**config.mk**
```make
export PLATFORM = sky130hd
export DESIGN_NAME = mb_top
export DESIGN_NICKNAME = d
export VERILOG_FILES = /design/src/mb_pkg.sv /design/src/mb_top.sv /design/src/mb_retire.sv /design/src/mb_alloc.sv /design/src/mb_cam.sv
export SDC_FILE = /design/constraint.sdc
export NUM_CORES = 1
export LEC_CHECK = 0
export BUFFER_PORTS_ARGS = -buffer_cell sky130_fd_sc_hd__buf_2
export CORE_MARGIN = 5
export CORE_UTILIZATION = 32
export CTS_BUF_LIST = sky130_fd_sc_hd__clkbuf_8
export DETAILED_ROUTE_END_ITERATION = 8
export HOLD_SLACK_MARGIN = 0.02
export PLACE_DENSITY = 0.58
export SYNTH_ARGS = -nofsm -noshare
export SYNTH_HDL_FRONTEND = slang
export SYNTH_SLANG_ARGS = --single-unit
```
**constraint.sdc**
```tcl
create_clock -name rclk -period 4.9 [get_ports rclk]
set_input_delay 0.245 -clock rclk [delete_from_list [all_inputs] [get_ports rclk]]
set_output_delay 0.245 -clock rclk [all_outputs]
set_load 0.03 [all_outputs]
```
**src/mb_pkg.sv**
```systemverilog
//////////////////////////////////////////////////////////////////////
// miss buffer sizes, address and wordline types, array write port
// struct and allocator state encoding
//////////////////////////////////////////////////////////////////////

package mb_pkg;

  //////////////////////////////////////////////////////////////////////
  // sizes
  //////////////////////////////////////////////////////////////////////

  // number of outstanding misses held in the array
  localparam int MB_ENTRIES = 16;
  // physical address width
  localparam int MB_AW      = 40;
  // lowest bit of the line address, 256 byte lines
  localparam int MB_LINE_LO = 8;
  // top bit of the cache set index
  localparam int MB_IDX_HI  = 17;

  // derived widths
  localparam int MB_IDW     = $clog2(MB_ENTRIES);
  localparam int MB_KW      = MB_AW - MB_LINE_LO;

  //////////////////////////////////////////////////////////////////////
  // types
  //////////////////////////////////////////////////////////////////////

  // full physical miss address
  typedef logic [MB_AW-1:0]      mb_addr_t;
  // one-hot wordline or entry mask
  typedef logic [MB_ENTRIES-1:0] mb_wl_t;
  // binary entry number
  typedef logic [MB_IDW-1:0]     mb_id_t;
  // line address, addr[39:8]
  typedef logic [MB_KW-1:0]      mb_key_t;

  // array write port
  typedef struct packed {
    mb_wl_t   wl;
    mb_addr_t addr;
  } mb_wr_t;

  // allocator FSM
  typedef enum logic [1:0] {
    ALC_IDLE,
    ALC_SRCH,
    ALC_WAIT,
    ALC_DONE
  } mb_alc_st_t;

endpackage
```
**src/mb_top.sv**
```systemverilog
//////////////////////////////////////////////////////////////////////
// miss buffer top, allocator, address array and retire block
//////////////////////////////////////////////////////////////////////

module mb_top (
  input  logic             rclk,
  input  logic             rst_l,
  input  logic             miss_vld,
  input  mb_pkg::mb_addr_t miss_addr,
  output logic             miss_rdy,
  output logic             miss_done,
  output mb_pkg::mb_id_t   miss_id,
  output logic             miss_dup,
  output logic             miss_full,
  output logic             miss_conf,
  input  logic             fill_vld,
  input  mb_pkg::mb_id_t   fill_id,
  output logic             retire_vld,
  output mb_pkg::mb_addr_t retire_addr
);

  import mb_pkg::*;

  // allocator to array
  logic     srch_en;
  mb_key_t  srch_key;
  mb_wl_t   match;
  mb_wl_t   idx_match;
  logic     wr_en;
  mb_wr_t   wr;

  // retire to array and allocator
  logic     rd_en;
  mb_wl_t   rd_wl;
  mb_addr_t rd_addr;
  logic     free_en;
  mb_wl_t   free_wl;

  mb_alloc i_alloc (
    .rclk, .rst_l, .miss_vld, .miss_addr, .miss_rdy, .miss_done,
    .miss_id, .miss_dup, .miss_full, .miss_conf, .srch_en, .srch_key,
    .match, .idx_match, .wr_en, .wr, .free_en, .free_wl
  );

  mb_cam i_cam (
    .rclk, .rst_l, .wr_en, .wr, .rd_en, .rd_wl, .rd_addr,
    .srch_en, .srch_key, .match, .idx_match
  );

  mb_retire i_retire (
    .rclk, .rst_l, .fill_vld, .fill_id, .rd_en, .rd_wl, .free_en,
    .free_wl, .rd_addr, .retire_vld, .retire_addr
  );

endmodule

```
**src/mb_retire.sv**
```systemverilog
//////////////////////////////////////////////////////////////////////
// fill retire path, entry read and free, address return
//////////////////////////////////////////////////////////////////////

module mb_retire (
  input  logic             rclk,
  input  logic             rst_l,
  input  logic             fill_vld,
  input  mb_pkg::mb_id_t   fill_id,
  output logic             rd_en,
  output mb_pkg::mb_wl_t   rd_wl,
  output logic             free_en,
  output mb_pkg::mb_wl_t   free_wl,
  input  mb_pkg::mb_addr_t rd_addr,
  output logic             retire_vld,
  output mb_pkg::mb_addr_t retire_addr
);

  import mb_pkg::*;

  logic   fill_vld_q;
  mb_id_t fill_id_q;
  // one stage per array read cycle
  logic   rd_vld_d1;
  logic   rd_vld_d2;

  // fill input flops
  always_ff @(posedge rclk) begin
    fill_id_q <= fill_id;
  end

  always_ff @(posedge rclk) begin
    if (!rst_l) begin
      fill_vld_q <= 1'b0;
      rd_vld_d1  <= 1'b0;
      rd_vld_d2  <= 1'b0;
    end else begin
      fill_vld_q <= fill_vld;
      rd_vld_d1  <= fill_vld_q;
      rd_vld_d2  <= rd_vld_d1;
    end
  end

  // read and free the same entry in one cycle
  assign rd_en   = fill_vld_q;
  assign rd_wl   = mb_wl_t'(1) << fill_id_q;
  assign free_en = fill_vld_q;
  assign free_wl = rd_wl;

  // array read data lines up with the second stage
  assign retire_vld  = rd_vld_d2;
  assign retire_addr = rd_addr;

endmodule

```
**src/mb_alloc.sv**
```systemverilog
//////////////////////////////////////////////////////////////////////
// miss allocator, entry valid tracking, search sequencing and
// duplicate, full and index conflict classification
//////////////////////////////////////////////////////////////////////

module mb_alloc (
  input  logic             rclk,
  input  logic             rst_l,
  input  logic             miss_vld,
  input  mb_pkg::mb_addr_t miss_addr,
  output logic             miss_rdy,
  output logic             miss_done,
  output mb_pkg::mb_id_t   miss_id,
  output logic             miss_dup,
  output logic             miss_full,
  output logic             miss_conf,
  output logic             srch_en,
  output mb_pkg::mb_key_t  srch_key,
  input  mb_pkg::mb_wl_t   match,
  input  mb_pkg::mb_wl_t   idx_match,
  output logic             wr_en,
  output mb_pkg::mb_wr_t   wr,
  input  logic             free_en,
  input  mb_pkg::mb_wl_t   free_wl
);

  import mb_pkg::*;

  mb_alc_st_t state;
  mb_alc_st_t state_nxt;

  // one bit per entry holding a live miss
  mb_wl_t     valid;
  mb_addr_t   addr_q;
  logic       alloc_q;
  // second search cycle, array input and output flops take two edges
  logic       srch_2nd;

  // classification terms, used in ALC_WAIT
  mb_wl_t     hit_v;
  mb_wl_t     conf_v;
  logic       is_dup;
  logic       is_full;
  logic       do_alloc;
  mb_id_t     hit_id;
  mb_id_t     free_id;
  mb_wl_t     set_wl;
  mb_wl_t     clr_wl;

  // lowest set bit of a mask, zero when empty
  function automatic mb_id_t first_one(input mb_wl_t vec);
    mb_id_t idx;
    idx = '0;
    for (int i = MB_ENTRIES - 1; i >= 0; i--) begin
      if (vec[i]) begin
        idx = mb_id_t'(i);
      end
    end
    return idx;
  endfunction

  //////////////////////////////////////////////////////////////////////
  // FSM
  //////////////////////////////////////////////////////////////////////

  // idle -> search for two cycles -> read match -> done pulse
  always_comb begin
    state_nxt = state;
    case (state)
      ALC_IDLE: if (miss_vld) state_nxt = ALC_SRCH;
      ALC_SRCH: if (srch_2nd) state_nxt = ALC_WAIT;
      ALC_WAIT: state_nxt = ALC_DONE;
      ALC_DONE: state_nxt = ALC_IDLE;
      default:  state_nxt = ALC_IDLE;
    endcase
  end

  assign miss_rdy  = (state == ALC_IDLE);
  assign srch_en   = (state == ALC_SRCH);
  assign srch_key  = addr_q[MB_AW-1:MB_LINE_LO];
  assign miss_done = (state == ALC_DONE);
  // write goes out with the done pulse
  assign wr_en     = miss_done && alloc_q;

  //////////////////////////////////////////////////////////////////////
  // classification
  //////////////////////////////////////////////////////////////////////

  // raw array hits mean nothing for invalid entries
  assign hit_v    = match & valid;
  assign conf_v   = idx_match & valid;
  assign is_dup   = |hit_v;
  assign is_full  = &valid;
  assign do_alloc = !is_dup && !is_full;
  assign hit_id   = first_one(hit_v);
  assign free_id  = first_one(~valid);

  // valid bit set on the edge that leaves ALC_WAIT
  assign set_wl = (state == ALC_WAIT && do_alloc) ? mb_wl_t'(1) << free_id : '0;
  assign clr_wl = free_en ? free_wl : '0;

  always_ff @(posedge rclk) begin
    if (!rst_l) begin
      state    <= ALC_IDLE;
      valid    <= '0;
      alloc_q  <= 1'b0;
      srch_2nd <= 1'b0;
    end else begin
      state    <= state_nxt;
      valid    <= (valid & ~clr_wl) | set_wl;
      srch_2nd <= (state == ALC_SRCH) && !srch_2nd;
      if (state == ALC_WAIT) begin
        alloc_q <= do_alloc;
      end
    end
  end

  // captured miss and outcome fields
  always_ff @(posedge rclk) begin
    if (miss_rdy && miss_vld) begin
      addr_q <= miss_addr;
    end
    if (state == ALC_WAIT) begin
      miss_dup  <= is_dup;
      miss_full <= !is_dup && is_full;
      miss_conf <= do_alloc && (|conf_v);
      // dup reports the hit, full reports zero
      miss_id   <= is_dup ? hit_id : (is_full ? '0 : free_id);
      wr.wl     <= mb_wl_t'(1) << free_id;
      wr.addr   <= addr_q;
    end
  end

endmodule

```
**src/mb_cam.sv**
```systemverilog
//////////////////////////////////////////////////////////////////////
// 16x40 miss address array with one-hot write and read ports and a
// registered line address search with index match
//////////////////////////////////////////////////////////////////////

module mb_cam (
  input  logic             rclk,
  input  logic             rst_l,
  input  logic             wr_en,
  input  mb_pkg::mb_wr_t   wr,
  input  logic             rd_en,
  input  mb_pkg::mb_wl_t   rd_wl,
  output mb_pkg::mb_addr_t rd_addr,
  input  logic             srch_en,
  input  mb_pkg::mb_key_t  srch_key,
  output mb_pkg::mb_wl_t   match,
  output mb_pkg::mb_wl_t   idx_match
);

  import mb_pkg::*;

  // storage, contents undefined until written
  mb_addr_t mem [MB_ENTRIES];

  // input flops
  logic     wr_en_q;
  mb_wr_t   wr_q;
  logic     rd_en_q;
  mb_wl_t   rd_wl_q;
  logic     srch_en_q;
  mb_key_t  srch_key_q;

  // decoded read data and raw compare results
  mb_addr_t rd_data;
  mb_wl_t   match_d;
  mb_wl_t   idx_match_d;

  //////////////////////////////////////////////////////////////////////
  // input registers
  //////////////////////////////////////////////////////////////////////

  always_ff @(posedge rclk) begin
    if (!rst_l) begin
      wr_en_q   <= 1'b0;
      rd_en_q   <= 1'b0;
      srch_en_q <= 1'b0;
    end else begin
      wr_en_q   <= wr_en;
      rd_en_q   <= rd_en;
      srch_en_q <= srch_en;
    end
  end

  // address and wordline flops
  always_ff @(posedge rclk) begin
    wr_q       <= wr;
    rd_wl_q    <= rd_wl;
    srch_key_q <= srch_key;
  end

  //////////////////////////////////////////////////////////////////////
  // write and read ports
  //////////////////////////////////////////////////////////////////////

  // only a clean one-hot wordline writes
  always_ff @(posedge rclk) begin
    for (int i = 0; i < MB_ENTRIES; i++) begin
      if (wr_en_q && $onehot(wr_q.wl) && wr_q.wl[i]) begin
        mem[i] <= wr_q.addr;
      end
    end
  end

  // empty or multi-hot read wordline senses all ones
  always_comb begin
    rd_data = '1;
    if ($onehot(rd_wl_q)) begin
      for (int i = 0; i < MB_ENTRIES; i++) begin
        if (rd_wl_q[i]) begin
          rd_data = mem[i];
        end
      end
    end
  end

  // sampled before a same-edge write lands, so old data comes back
  always_ff @(posedge rclk) begin
    if (rd_en_q) begin
      rd_addr <= rd_data;
    end
  end

  //////////////////////////////////////////////////////////////////////
  // search
  //////////////////////////////////////////////////////////////////////

  // full line compare plus set index compare per entry
  always_comb begin
    for (int i = 0; i < MB_ENTRIES; i++) begin
      match_d[i]     = (mem[i][MB_AW-1:MB_LINE_LO] == srch_key_q);
      idx_match_d[i] = (mem[i][MB_IDX_HI:MB_LINE_LO] ==
                        srch_key_q[MB_IDX_HI-MB_LINE_LO:0]);
    end
  end

  // results stay zero when no search was issued
  always_ff @(posedge rclk) begin
    if (!rst_l) begin
      match     <= '0;
      idx_match <= '0;
    end else if (srch_en_q) begin
      match     <= match_d;
      idx_match <= idx_match_d;
    end else begin
      match     <= '0;
      idx_match <= '0;
    end
  end

endmodule

```
# Yosys cells after proc, flatten, opt, wreduce, memory -nomap -nowiden
# Memory sizes are Yosys's and may differ from the RTL's.
# Cells that the tools add are included.
word_totals:
  regBits: 308
  wordCells: 282
  mem_bits_rw: 640
  n_memories: 1
  out_inout_bits: 50
op_classes:
  n_bitwise: 6
  n_mux: 132
  n_reduce_logical: 48
  eq_ne: 39
  add_sub_neg: 30
  shift: 2
mem_list:
  columns: ["name", "words", "width", "read_ports", "rd_ports_with_merged_regs", "write_ports", "line", "source"]
  rows:
  - ["i_cam.mem", 16, 40, 16, 0, 1, "mb_cam.sv:23", "mb_addr_t mem [MB_ENTRIES];"]
ops:
  columns: ["operator", "n"]
  rows:
  - ["$mux 40", 31]
  - ["$reduce_or 40->1", 15]
  - ["$eq 32x32->1", 16]
  - ["$mux 4", 49]
  - ["$eq 10x10->1", 16]
  - ["$add 5x5->5", 14]
  - ["$and 16x16->16", 3]
  - ["$mux 1", 47]
  - ["$add 1x1->2", 16]
  - ["$mux 16", 2]
  - ["$not 16->16", 2]
  - ["$reduce_or 16->1", 2]
  - ["$shl 1x4->16 const A", 2]
  - ["$logic_and 1x1->1", 24]
  - ["$or 16x16->16", 1]
  - ["$reduce_and 16->1", 1]
  - ["$eq 5x1->1 const B", 2]
  - ["$pmux 2 s4", 1]
  - ["$eq 2x2->1 const B", 2]
  - ["$mux 2", 2]
  - ["$ne 2x2->1 const B", 2]
  - ["$reduce_and 2->1", 2]
  - ["$logic_not 1->1", 3]
  - ["$eq 2x1->1 const B", 1]
  - ["$logic_not 2->1", 1]

# Logic depth before layout (Yosys ltp)
logic_depth:
  ltp_word: 25
  ltp_mapped: 16
  ltp_nobuf: 15

# Modules after synthesis
# Synthesis repeated with hierarchy kept, for this count alone.
unflattened:
  cells_unflattened: 3073
  hier_area_um2: 41676.2
by_module_without_submodules:
  columns: ["module", "area_per_inst_um2", "seq_area_each_um2", "n_inst", "cells_each"]
  rows:
  - ["mb_cam", 35745.5, 23202.3, 1, 2630]
  - ["mb_alloc", 5067.4, 3493.4, 1, 356]
  - ["mb_retire", 863.3, 140.1, 1, 87]

# Worst setup path after synthesis
# No wires, ideal clock.
synth_path:
  kind: "register to register"
  start: "register i_cam.wr_q[52] (netlist name)"
  end: "memory i_cam.mem[0][0] (netlist name) (enable)"
  path_stages_with_launch: 16
  setup_slack_ps: -386
  arrival_ps: 4885
  cell_sequence: "dfxtp_1 > ha_1 > inv_1 > fa_1 > inv_1 > fa_1 > inv_1 > fa_1 > fa_1 > inv_1 > ha_1 > fa_1 > nor3_1 > and4_1 > clkbuf_1 > and2_1"
synth_via:
  elab_chain_cells: 25
  elab_cells_between_ends: 99
  cone_classes: "add/sub: 4; eq/ne: 1; mux: 62; reduce/logical: 32"
synth_rtl:
  columns: ["item", "line", "source"]
  rows:
  - ["from (decl)", "mb_cam.sv:27", "mb_wr_t wr_q;"]
  - ["from (signal assigned)", "mb_cam.sv:56", "wr_q <= wr;"]
  - ["$add 1x1->2 (implied by the code)", "mb_cam.sv:68", "if (wr_en_q && $onehot(wr_q.wl) && wr_q.wl[i]) begin"]
  - ["$add 5x5->5 (implied by the code) (3 in a row)", "mb_cam.sv:68", null]
  - ["$eq 5x1->1", "mb_cam.sv:68", null]
  - ["$logic_and 1x1->1 (2 in a row)", "mb_cam.sv:68", null]
  - ["$mux 1", "mb_cam.sv:68", null]
  - ["$mux 1 (implied by the code)", "mb_cam.sv:69", "mem[i] <= wr_q.addr;"]
  - ["$reduce_or 40->1 (no source line)", null, null]
  - ["$mux 4 (no source line) or $mux 1 (tied branches) (15 in a row)", null, null]
  - ["to (decl)", "mb_cam.sv:23", null]
# Several ways; a longest one is shown, not always the timed one.

# Final worst setup path
layout_path:
  start: "register i_cam.rd_wl_q[2]"
  end: "register i_cam.rd_addr[10], data pin"
layout_via:
  elab_chain_cells: 14
  elab_cells_between_ends: 19
  cone_classes: "add/sub: 4; eq/ne: 1; mux: 14"
layout_rtl:
  columns: ["item", "line", "source"]
  rows:
  - ["from (decl)", "mb_cam.sv:29", "mb_wl_t rd_wl_q;"]
  - ["from (signal assigned)", "mb_cam.sv:57", "rd_wl_q <= rd_wl;"]
  - ["parallel branches: the longest is 14 deep, another holds $add 5x5->5", null, null]
  - ["to (signal assigned)", "mb_cam.sv:89", "rd_addr <= rd_data;"]
  - ["to (decl)", "mb_cam.sv:13", "output mb_pkg::mb_addr_t rd_addr,"]
# Parallel ways; which one is timed is not known.
# A chain may end at the register's enable or synchronous reset.

==> results.sh <==
export IMPL_fillCellCount=11941
export IMPL_route_detailed_wl_per_inst_um=29.1
export IMPL_postRouteWirelength_um=144000
export IMPL_worst_setup_path_start_kind="register"
export IMPL_groute_usage_overall_pct=20.7
export IMPL_slew_limit_headroom_pct=14.2
export IMPL_core_region_area_um2=126000
export IMPL_power_density_nw_per_um2=442
export IMPL_detailedPlacementHpwl_um=97300
export IMPL_die_width_um=366
export IMPL_floorplan_initialDensity_pct=32.2
export IMPL_hold_class="primary input to register"
export IMPL_detailed_place_area_um2=43300
export IMPL_crit_family="adder cells"
export IMPL_proportion_of_synthesized_flip_flops_having_asynchronous_set_or_reset_pct=0
export IMPL_timing_critical_path_cells="ha_1 > inv_1 > fa_1 > inv_1 > fa_1 > inv_1 > fa_1 > fa_1 > inv_1 > ha_1 > fa_1 > nor4b_2 > buf_4 > o21ai_4 > buf_12 > a311o_1"
export IMPL_cts_setup_buffers=0
export IMPL_slowest_delay_ps=530
export IMPL_nNetsFinal=3262
export IMPL_max_freq_ghz=0.210
export IMPL_critical_path_most_common_cell="sky130_fd_sc_hd__fa_1"
export IMPL_fp_dieH_um=366
export IMPL_final_min_clock_period_ps=4770
export IMPL_io_pins=98
export IMPL_clk_insertion_delay_late_ps=880
export IMPL_fin_cells=4960
export IMPL_clock_sinks=948
export IMPL_postSynthRegisterBits=948
export IMPL_dpl_cell_count=4558
export IMPL_synth_largest_type_area_fraction_pct=58.1
export IMPL_synthesis_area_per_instance_um2=13.9
export IMPL_ir_drop_mv=0.212
export IMPL_min_path_cells=2
export IMPL_required_ps=5510
export IMPL_min_delay_start="miss_addr[36]"
export IMPL_mostFrequentLayoutCells="sky130_fd_sc_hd__edfxtp_1 (783), sky130_fd_sc_hd__xnor2_1 (385), sky130_fd_sc_hd__clkbuf_8 (177), sky130_fd_sc_hd__o21ai_0 (162), sky130_fd_sc_hd__nand2_1 (161)"
export IMPL_count_of_vias_placed_by_the_detailed_router=27300
export IMPL_drt_initial_drc_count=3814
export IMPL_placement_rows=130
export IMPL_layout_commonest_cell="sky130_fd_sc_hd__edfxtp_1"
export IMPL_path_clk_slew_ps=70
export IMPL_grt_first_pass_wirelength_um=201000
export IMPL_static_leakage_power_nw=15.5
export IMPL_max_cap_violations=0
export IMPL_cp_depth=16
export IMPL_cts_root_buf="sky130_fd_sc_hd__clkbuf_8"
export IMPL_ys_flop_type="sky130_fd_sc_hd__edfxtp_1"
export IMPL_grt_max_degree=81
export IMPL_setup_worst_path_class="register to register"
export IMPL_syn_area_um2=40500
export IMPL_timing_setup_tns_ps=0
export IMPL_worst_path_buf_inv=6
export IMPL_total_power_w=0.0210
export IMPL_timing_critical_path_arrival_ps=5380
export IMPL_grt_pass1_vias=26518
export IMPL_synth_seq_area_share_pct=66.2
export IMPL_worst_r2r_path_depth=16
export IMPL_synth_fp_nets=3020
export IMPL_timing_final_hold_violations=0
export IMPL_tightest_slew_ps=1290
export IMPL_syn_to_final_growth_pct=17.6
export IMPL_drtAntennaViolNets=0
export IMPL_number_of_enable_flip_flop_cells_after_synthesis=783
export IMPL_setup_viol_count_final=0
export IMPL_synth_cell_type_count=69
export IMPL_design_die_area_um2=134000
export IMPL_startpoint="i_cam.rd_wl_q[2]"
export IMPL_h_tree_depth=4
export IMPL_fin_area_um2=47600
export IMPL_finalWeightedCongestion=0.930
export IMPL_synth_area_leader_cell="sky130_fd_sc_hd__edfxtp_1"
export IMPL_drive_above_1_share_pct=15.2
export IMPL_timing_final_crit_share_pct=97.3
export IMPL_grt_setup_unrepaired="no"
export IMPL_post_synth_main_area_contributors="sky130_fd_sc_hd__edfxtp_1 (58%), sky130_fd_sc_hd__xnor2_1 (8.3%), sky130_fd_sc_hd__dfxtp_1 (8.2%), sky130_fd_sc_hd__xor2_1 (2.7%), sky130_fd_sc_hd__a22oi_1 (2.2%)"
export IMPL_route_detailed_drc=0
export IMPL_crit_slowest_cell="sky130_fd_sc_hd__fa_1"
export IMPL_antenna_found_initial=11
export IMPL_slew_violations=0
export IMPL_postSynthCellCount=2920
export IMPL_timing_rr_start="i_cam.rd_wl_q[2]"
export IMPL_setup_worst_path_end_class="register"
export IMPL_yosys_warnings=0
export IMPL_critical_path_max_fanout=39
export IMPL_drt_vias_per_instance=5.50
export IMPL_setup_skew_ps=45.8
export IMPL_io_port_bufs=97
export IMPL_max_clock_path_buffers=3
export IMPL_dr_pass1_iters=6
export IMPL_cts_tree="done"
export IMPL_status="completed"
export IMPL_gr_total_overflow=0
export IMPL_clock_buffer_count_from_cts=163
-- layout make-up --
cell class | count | area, um2 | area share (%)
clock inverter | 130 | 843 | 1.77
multi-input combinational | 1676 | 12500 | 26.3
clock buffer | 177 | 2440 | 5.12
antenna | 6 | 15.0 | 0.0315
timing repair buffer | 278 | 2520 | 5.29
inverter | 95 | 357 | 0.749
sequential | 948 | 26800 | 56.4
tap | 1650 | 2060 | 4.34
-- stage by stage --
step	hold WS, ps	utilization, %	worst slack, ps
6_report	89.7	37.9	131
3_5_place_dp	327	34.4	136
3_3_place_gp	324	34.4	181
2_1_floorplan	273	-	37.1
4_1_cts	22.3	37.7	99.6
5_1_grt	36.8	37.9	17.2
-- sequential cells by signal (all words and copies together), names as in the netlist --
register,count
i_cam.wr_q,56
i_retire.free_en,1
i_alloc.state,2
i_alloc.miss_full,1
i_alloc.srch_2nd,1
i_retire.retire_vld,1
i_alloc.valid,16
i_cam.wr_en_q,1
i_alloc.miss_dup,1
i_cam.mem,640
i_cam.rd_addr,40
i_cam.match,16
i_alloc.miss_id,4
i_alloc.addr_q,40
i_retire.fill_id_q,4
i_retire.rd_vld_d1,1
i_alloc.alloc_q,1
i_cam.idx_match,16
i_cam.srch_key_q,32
i_alloc.miss_conf,1
i_cam.srch_en_q,1
i_cam.rd_wl_q,16
i_alloc.wr,56
-- report_power, final --
| part | total [W] | switching, W | internal [W] | leakage, nW |
|---|---|---|---|---|
| Combinational | 0.00310 | 0.00184 | 0.00126 | 5.29 |
| Clock | 0.00723 | 0.00347 | 0.00376 | 1.87 |
| Sequential | 0.0107 | 0.00116 | 0.00955 | 8.37 |
| Total | 0.0210 | 0.00647 | 0.0146 | 15.5 |
-- cells in the mapped netlist (23+ instances only) --
cell type and number:
sky130_fd_sc_hd__buf_2 69, sky130_fd_sc_hd__xnor2_1 385, sky130_fd_sc_hd__a21oi_1 53, sky130_fd_sc_hd__xor2_1 127, sky130_fd_sc_hd__a21o_1 39, sky130_fd_sc_hd__nor2_1 30
sky130_fd_sc_hd__nor4_1 42, sky130_fd_sc_hd__o2111ai_1 41, sky130_fd_sc_hd__o21ai_0 164, sky130_fd_sc_hd__a221oi_1 45, sky130_fd_sc_hd__nor3_1 37, sky130_fd_sc_hd__and2_1 23
sky130_fd_sc_hd__clkbuf_1 109, sky130_fd_sc_hd__nand4_1 100, sky130_fd_sc_hd__inv_1 94, sky130_fd_sc_hd__edfxtp_1 783, sky130_fd_sc_hd__ha_1 30, sky130_fd_sc_hd__dfxtp_1 165
sky130_fd_sc_hd__o221ai_1 40, sky130_fd_sc_hd__a22oi_1 120, sky130_fd_sc_hd__a311o_1 39, sky130_fd_sc_hd__nand2_1 163, sky130_fd_sc_hd__o22ai_1 41
-- routing by layer --
layer,routed length [um],global-route usage [%],vias to the layer above
li1,-,-,11554
met1,58200,28.4,13695
met2,64400,31.6,1749
met3,16100,5.59,302
met4,5730,7.67,0
met5,0,0,-
-- what timing repair did --
item | 4_1_cts | 5_1_grt
hold buffers | 80 | 0
gates resized for setup | 0 | 10
endpoints found under the hold margin | 69 | 0
endpoints found under the setup margin | 0 | 380
-- kinds of logic after synthesis --
| kind of cell | Yosys count | synth area share, % |
|---|---|---|
| AND/OR/NAND/NOR | 469 | 6.25 |
| multiplexers | 1 | 0.0247 |
| AO/OA/AOI/OAI | 642 | 11.2 |
| adder cells (fa/ha/maj) | 52 | 2.01 |
| flip-flops | 948 | 66.2 |
| XOR/XNOR | 512 | 11.1 |
| buffers and inverters | 296 | 3.21 |
-- path summary, 6_finish.rpt --
path,slack [ps],to
worst min register to register,310,i_cam.wr_q[9]
worst min-delay path,90,i_alloc.addr_q[36]
worst max-delay path,130,i_cam.rd_addr[10]
worst max register to register,130,i_cam.rd_addr[10]
No activity file was read; power rests on OpenSTA's default activity.
